<file path="src/design/clap_pkg.sv">
`default_nettype none

package clap_pkg;

    // line buffer states.
    typedef enum logic [1:0] {
        WB_IDLE,
        WB_SEND,
        WB_WAIT_RESP,
        WB_FINISH
    } wb_state_t;

    // address issuer states.
    typedef enum logic {
        AW_IDLE,
        AW_REQ
    } aw_state_t;

    localparam int LINE_WORDS = 16; // words per cache line.
    localparam int WORD_W     = 32;

    // axi encodings.
    localparam logic [1:0] BURST_INCR = 2'd1;
    localparam logic [2:0] SIZE_WORD  = 3'd2;  // 4 bytes per beat.
    localparam logic [1:0] RESP_OKAY  = 2'd0;

endpackage

`default_nettype wire

</file>
<file path="src/design/wrt_addr_issue.sv">
`timescale 1ns/10ps
`default_nettype none

module wrt_addr_issue #(
    parameter int ADDR_W = 32
) (
    input  logic              clk,
    input  logic              rstn,
    input  logic              w_buf_we,
    input  logic [ADDR_W-1:0] wrt_addr,
    input  logic              uncache,
    input  logic              awready,
    output logic [ADDR_W-1:0] awaddr,
    output logic [7:0]        awlen,
    output logic [2:0]        awsize,
    output logic [1:0]        awburst,
    output logic              awvalid
);
    import clap_pkg::*;

    aw_state_t         state;
    logic [ADDR_W-1:0] addr_q;
    logic [7:0]        len_q;

    // word aligned for a single store, line aligned otherwise.
    always_ff @(posedge clk) begin
        if (w_buf_we) begin
            if (uncache) begin
                addr_q <= {wrt_addr[ADDR_W-1:2], 2'b00};
                len_q  <= 8'd0;
            end else begin
                addr_q <= {wrt_addr[ADDR_W-1:6], 6'b0};
                len_q  <= 8'(LINE_WORDS-1);
            end
        end
    end

    always_ff @(posedge clk) begin
        if (!rstn) begin
            state <= AW_IDLE;
        end else begin
            case (state)
                AW_IDLE: begin
                    if (w_buf_we) state <= AW_REQ;
                end
                AW_REQ: begin
                    if (awready) state <= AW_IDLE; // handshake done.
                end
                default: state <= AW_IDLE;
            endcase
        end
    end

    assign awvalid = (state == AW_REQ);
    assign awaddr  = addr_q;
    assign awlen   = len_q;
    assign awsize  = SIZE_WORD;
    assign awburst = BURST_INCR;

    // request stays up, unchanged, until the slave accepts it.
    a_aw_hold: assert property (
        @(posedge clk) disable iff (!rstn)
        (awvalid && !awready) |=> (awvalid && $stable(awaddr) && $stable(awlen))
    );

endmodule

`default_nettype wire

</file>
<file path="src/design/wrt_axi_top.sv">
`timescale 1ns/10ps
`default_nettype none

module wrt_axi_top #(
    parameter int ADDR_W = 32
) (
    input  logic                                             clk,
    input  logic                                             rstn,
    // cache side.
    input  logic                                             w_buf_we,
    input  logic [clap_pkg::LINE_WORDS*clap_pkg::WORD_W-1:0] w_line_mem,
    input  logic [ADDR_W-1:0]                                wrt_addr,
    input  logic                                             uncache,
    input  logic                                             wrt_reset,
    output logic                                             wrt_busy,
    output logic                                             wrt_finish,
    output logic                                             wrt_error,
    // axi write address.
    output logic [ADDR_W-1:0]                                awaddr,
    output logic [7:0]                                       awlen,
    output logic [2:0]                                       awsize,
    output logic [1:0]                                       awburst,
    output logic                                             awvalid,
    input  logic                                             awready,
    // axi write data.
    output logic [clap_pkg::WORD_W-1:0]                      wdata,
    output logic                                             wvalid,
    output logic                                             wlast,
    input  logic                                             wready,
    // axi write response.
    input  logic [1:0]                                       bresp,
    input  logic                                             bvalid,
    output logic                                             bready
);

    logic [3:0] word_offset;

    assign word_offset = wrt_addr[5:2]; // word within the line.

    wrt_addr_issue #(
        .ADDR_W (ADDR_W)
    ) i_wrt_addr_issue (
        .clk      (clk),
        .rstn     (rstn),
        .w_buf_we (w_buf_we),
        .wrt_addr (wrt_addr),
        .uncache  (uncache),
        .awready  (awready),
        .awaddr   (awaddr),
        .awlen    (awlen),
        .awsize   (awsize),
        .awburst  (awburst),
        .awvalid  (awvalid)
    );

    // buffer starts the data phase on the same aw handshake.
    wrt_line_buffer i_wrt_line_buffer (
        .clk         (clk),
        .rstn        (rstn),
        .w_buf_we    (w_buf_we),
        .w_line_mem  (w_line_mem),
        .uncache     (uncache),
        .word_offset (word_offset),
        .awvalid     (awvalid),
        .awready     (awready),
        .wready      (wready),
        .bvalid      (bvalid),
        .bresp       (bresp),
        .wrt_reset   (wrt_reset),
        .wdata       (wdata),
        .wvalid      (wvalid),
        .wlast       (wlast),
        .bready      (bready),
        .wrt_finish  (wrt_finish),
        .wrt_error   (wrt_error),
        .wrt_busy    (wrt_busy)
    );

endmodule

`default_nettype wire

</file>
<file path="src/design/wrt_line_buffer.sv">
`timescale 1ns/10ps
`default_nettype none

module wrt_line_buffer (
    input  logic                                             clk,
    input  logic                                             rstn,
    input  logic                                             w_buf_we,
    input  logic [clap_pkg::LINE_WORDS*clap_pkg::WORD_W-1:0] w_line_mem,
    input  logic                                             uncache,
    input  logic [3:0]                                       word_offset,
    input  logic                                             awvalid,
    input  logic                                             awready,
    input  logic                                             wready,
    input  logic                                             bvalid,
    input  logic [1:0]                                       bresp,
    input  logic                                             wrt_reset,
    output logic [clap_pkg::WORD_W-1:0]                      wdata,
    output logic                                             wvalid,
    output logic                                             wlast,
    output logic                                             bready,
    output logic                                             wrt_finish,
    output logic                                             wrt_error,
    output logic                                             wrt_busy
);
    import clap_pkg::*;

    wb_state_t                         state;
    wb_state_t                         state_nxt;
    logic [LINE_WORDS*WORD_W-1:0]      line_q;
    logic                              uncache_q;
    logic [3:0]                        beat;
    logic                              err_q;
    logic                              busy_q;
    logic                              aw_fire;
    logic                              w_fire;

    assign aw_fire = awvalid && awready;
    assign w_fire  = wvalid && wready;

    // line and mode, captured on the load strobe.
    always_ff @(posedge clk) begin
        if (w_buf_we) begin
            line_q    <= w_line_mem;
            uncache_q <= uncache;
        end
    end

    always_ff @(posedge clk) begin
        if (!rstn) begin
            state <= WB_IDLE;
        end else begin
            state <= state_nxt;
        end
    end

    always_comb begin
        state_nxt = state;
        case (state)
            WB_IDLE: begin
                if (aw_fire) state_nxt = WB_SEND; // burst accepted.
            end
            WB_SEND: begin
                if (w_fire && wlast) state_nxt = WB_WAIT_RESP;
            end
            WB_WAIT_RESP: begin
                if (bvalid) state_nxt = WB_FINISH;
            end
            WB_FINISH: begin
                if (wrt_reset) state_nxt = WB_IDLE;
            end
            default: state_nxt = WB_IDLE;
        endcase
    end

    // beat index, starts at the store's word for uncached writes.
    always_ff @(posedge clk) begin
        if (!rstn) begin
            beat <= 4'd0;
        end else if (w_buf_we) begin
            beat <= uncache ? word_offset : 4'd0;
        end else if (state == WB_SEND && w_fire) begin
            beat <= beat + 4'd1;
        end
    end

    always_ff @(posedge clk) begin
        if (!rstn) begin
            err_q <= 1'b0;
        end else if (state == WB_WAIT_RESP && bvalid) begin
            err_q <= (bresp != RESP_OKAY);
        end else if (state == WB_FINISH && wrt_reset) begin
            err_q <= 1'b0;
        end
    end

    always_ff @(posedge clk) begin
        if (!rstn) begin
            busy_q <= 1'b0;
        end else if (w_buf_we) begin
            busy_q <= 1'b1;
        end else if (state == WB_FINISH && wrt_reset) begin
            busy_q <= 1'b0; // cache has taken the result.
        end
    end

    assign wdata      = line_q[beat*WORD_W +: WORD_W];
    assign wvalid     = (state == WB_SEND);
    assign wlast      = (state == WB_SEND) && (uncache_q || beat == 4'(LINE_WORDS-1));
    assign bready     = (state == WB_WAIT_RESP);
    assign wrt_finish = (state == WB_FINISH);
    assign wrt_error  = err_q;
    assign wrt_busy   = busy_q;

    // data beat must hold until the slave takes it.
    a_w_stable: assert property (
        @(posedge clk) disable iff (!rstn)
        (wvalid && !wready) |=> (wvalid && $stable(wdata))
    );

    // cache may load a new line only once the previous one is acknowledged.
    a_no_load_busy: assert property (
        @(posedge clk) disable iff (!rstn)
        w_buf_we |-> !wrt_busy
    );

endmodule

`default_nettype wire

</file>
<file path="config.mk">
export PLATFORM = sky130hd
export DESIGN_NAME = wrt_axi_top
export DESIGN_NICKNAME = d
export VERILOG_FILES = /design/src/design/clap_pkg.sv /design/src/design/wrt_addr_issue.sv /design/src/design/wrt_axi_top.sv /design/src/design/wrt_line_buffer.sv
export SDC_FILE = /design/constraint.sdc
export NUM_CORES = 1
export LEC_CHECK = 0
export BUFFER_PORTS_ARGS = -buffer_cell sky130_fd_sc_hd__buf_2
export CORE_AREA = 3 3 246 248
export CTS_CLUSTER_SIZE = 12
export DETAILED_ROUTE_END_ITERATION = 10
export DIE_AREA = 0 0 249 251
export SYNTH_ARGS = -nofsm -noshare
export SYNTH_HDL_FRONTEND = slang
export SYNTH_HIERARCHICAL = 1
export SYNTH_SLANG_ARGS = --single-unit
</file>
<file path="constraint.sdc">
create_clock -name clk -period 2.8 [get_ports clk]
set_input_delay 0.56 -clock clk [delete_from_list [all_inputs] [get_ports clk]]
set_output_delay 0.56 -clock clk [all_outputs]
set_load 0.05 [all_outputs]
</file>
==> results.txt <==
cell family with most CP delay: buffers and inverters
CP endpoint kind: primary output
Worst-Skew Late Latency: 0.60 ns
Starting Density: 35.3%
Post-synth EDFFs: 544
share of layout cells above drive strength 1: 58.0%
initial antenna violation count: 25
Peak VDD IR: 0.550 mV
CTS max path bufs: 3
Rel. slew slack: 61.2%
CP max stage delay: 0.51 ns
first-pass GRT wire length: 81.4 mm
PD cells: 728 mW/mm^2
period utilisation layout: 106%
vias in the first global route: 12,800
total global-route track usage: 17.7%
failing checks: negative setup slack
footprint of the multi-input gates: 0.00414 sq mm
CP Launch Type: flip-flop
Total Wirelength: 56.9 mm
Critical Path Stages: 6
Inst Count DP: 2,296
type of the worst min-delay path: in -> reg
area delta synth->final: 34.1%
minimum clock period after layout: 2.97 ns
leak pwr: 10.5 nW
Synth cell types: 32
CTS tree: built
CTS HTree Levels: 2
Post-synth top flop: edfxtp_1
Rows: 89
worst path bufs/invs: 3
post-detailed-route count of antenna-violating nets: 0
Worst Reg-to-Reg Cells: 7
Die Y: 251 um
Clock transition at path regs: 0.06 ns
# port buffers: 624
cell taking the most area after synthesis: edfxtp_1
final setup vio count: 32
most frequent cells in the layout: buf_2 (591), edfxtp_1 (544), mux4_2 (128), clkbuf_16 (60), a22oi_2 (46)
RSZ-0062 raised after global routing: true
first drt pass iteration count: 7
setup ws final: -0.166 ns
crit path cell chain: buf_16, buf_4, mux4_2, a22oi_2, nand2_1, buf_6
Mapped Area: 0.0207 sq mm
skew final: 0.0216 ns
Worst path slowest cell: mux4_2
Least-Margin Pin Slew: 0.583 ns
Setup Slack @ Placement: 0.243 ns
crit path launch: i_wrt_line_buffer/beat[0]
sequential area share after synthesis: 79.7%
drt wl/cell: 23.2 um
Reg-to-Reg Start: i_wrt_line_buffer/beat[0]
width of the die: 249 um
status: finished with violations
r2r endpoint: i_wrt_line_buffer/state[0]
total CTS buffers: 59
Synth async-reset ratio: 0%
fin. max-slew vios: 0
DR vias/cell: 4.88
Detail Placement HPWL: 40.6 mm
largest net degree at the start of global routing: 86
Synthesis Warnings: 6
Post-DP Area: 0.0251 sq mm
Data arrival, critical path: 2.41 ns
Final Hold Vio Count: 0
setup TNS: -3.38 ns
Max Cap Viol: 0
Setup crit end: wdata[26]
Mean Syn Cell Area: 23.0 sq um
First DRT Iteration DRCs: 784
DR DRC count: 0
Congestion Overflow GR: 0
# IOs: 638
total number of vias: 11,900
Core Area: 0.0587 sq mm
GPL Wtd Cong: 0.840
Syn Inst Count: 901
maximum clock rate: 0.337 GHz
Worst Path Required: 2.24 ns
Clock Sinks: 553
# nets final: 2,166
Final Cell Area: 0.0278 sq mm
Power Total: 20.3 mW
Worst R2R Setup Slack: 0.92 ns
Register Area: 0.0165 sq mm
Die ar.: 0.0625 sq mm
CTS Hold Bufs: 0
non-filler cells, final: 2,446
top cell type's share of synthesized area: 78.8%
Filler cells: 5,024
commonest non-fill, non-tap cell in the layout: buf_2
peak fanout along the critical path: 12
Root Buffer: clkbuf_16
top cells by area, synth: edfxtp_1 (79%), mux4_2 (14%), a22oi_1 (2.3%)
Setup CP Type: reg -> out
Yosys reg bits: 553
## routing by layer
metal | track usage [%] | wire length, um | vias to the layer above
met5 | 0 | 42 | -
met3 | 4.53 | 4090 | 96
met4 | 6.64 | 1510 | 8
met2 | 30.8 | 29800 | 510
li1 | - | - | 5228
met1 | 21.3 | 21400 | 6101
## worst min path at each step
stage,startpoint,endpoint,slack (ns),depth (start not counted)
finish,w_line_mem[126],i_wrt_line_buffer/line_q[126],0.13,1
detailed placement,i_wrt_line_buffer/wrt_error,i_wrt_line_buffer/wrt_error,0.45,2
CTS,wrt_addr[24],i_wrt_addr_issue/awaddr[24],0.07,1
global placement,i_wrt_line_buffer/wrt_error,i_wrt_line_buffer/wrt_error,0.44,2
global route,wrt_addr[24],i_wrt_addr_issue/awaddr[24],0.08,1
floorplan,i_wrt_line_buffer/state[0],i_wrt_line_buffer/state[0],0.52,2
## state kept, by name, indices dropped and copies added, names as in the netlist
name                         cells
i_wrt_addr_issue/awvalid         1
i_wrt_addr_issue/awaddr         30
i_wrt_line_buffer/uncache_q      1
i_wrt_line_buffer/wrt_error      1
i_wrt_line_buffer/wrt_busy       1
i_wrt_line_buffer/beat           4
i_wrt_line_buffer/state          2
i_wrt_line_buffer/line_q       512
i_wrt_addr_issue/awlen           1
## worst register-to-register path, delay by kind of cell, from the launching register on
family | cells | cell delay, ns
fa+ha+maj | 1 | 0.17
buf+inv | 2 | 0.34
compound gates | 4 | 0.88
flops | 1 | 0.41
## Yosys cell counts (5+ instances only)
master    count
and2_1        5
nand3_1       6
buf_2         5
buf_6         5
clkbuf_1     23
mux4_2      128
nand2_1      42
edfxtp_1    544
inv_1         7
a21oi_1       5
nor2_1        5
buf_1         6
a22oi_1      64
ha_1          5
dfxtp_1       9
buf_4        20
## where the power goes
group          switching, mW  internal, mW  leakage [nW]
logic                   1.57          1.30          4.21
clock network           3.07          4.28         0.898
registers              0.196          9.83          5.40
total                   4.84          15.4          10.5
## layout make-up
type	instances	area share [%]
antenna	21	0.189
clock buffer	82	5.80
clock inverter	24	0.760
inverter	7	0.0945
multi-input combinational	291	14.9
sequential	553	59.4
tap	773	3.48
timing repair buffer	695	15.4
## repair_timing
| item | in CTS | in global routing |
|---|---|---|
| gates resized for setup | 115 | 22 |
| pin swaps | 32 | 17 |
| setup buffers | 20 | 1 |
| endpoints found under the setup margin | 32 | 32 |
| cloned | 7 | 0 |
## per-stage QoR
stage          hold slack (ns)  util (%)
6_report                 0.130      47.4
5_1_grt                 0.0795      47.4
4_1_cts                 0.0730      47.3
3_5_place_dp             0.451      42.8
3_3_place_gp             0.440      42.8
2_1_floorplan            0.524         -
## cell families (layout without fill, tap and decap cells)
group                      after synthesis  in the layout  share of synthesized area [%]
buffers and inverters                   66            808                           1.77
adders and majority gates                5              5                          0.302
AOI/OAI and AO/OA                       81             81                           2.89
DFF                                    553            553                           79.7
muxes                                  128            128                           13.9
other                                    2             32                         0.0362
xor gates and xnor gates                 2              2                         0.0845
and+or+nand+nor                         64             64                           1.36
Power figures use the tool's default switching activity.
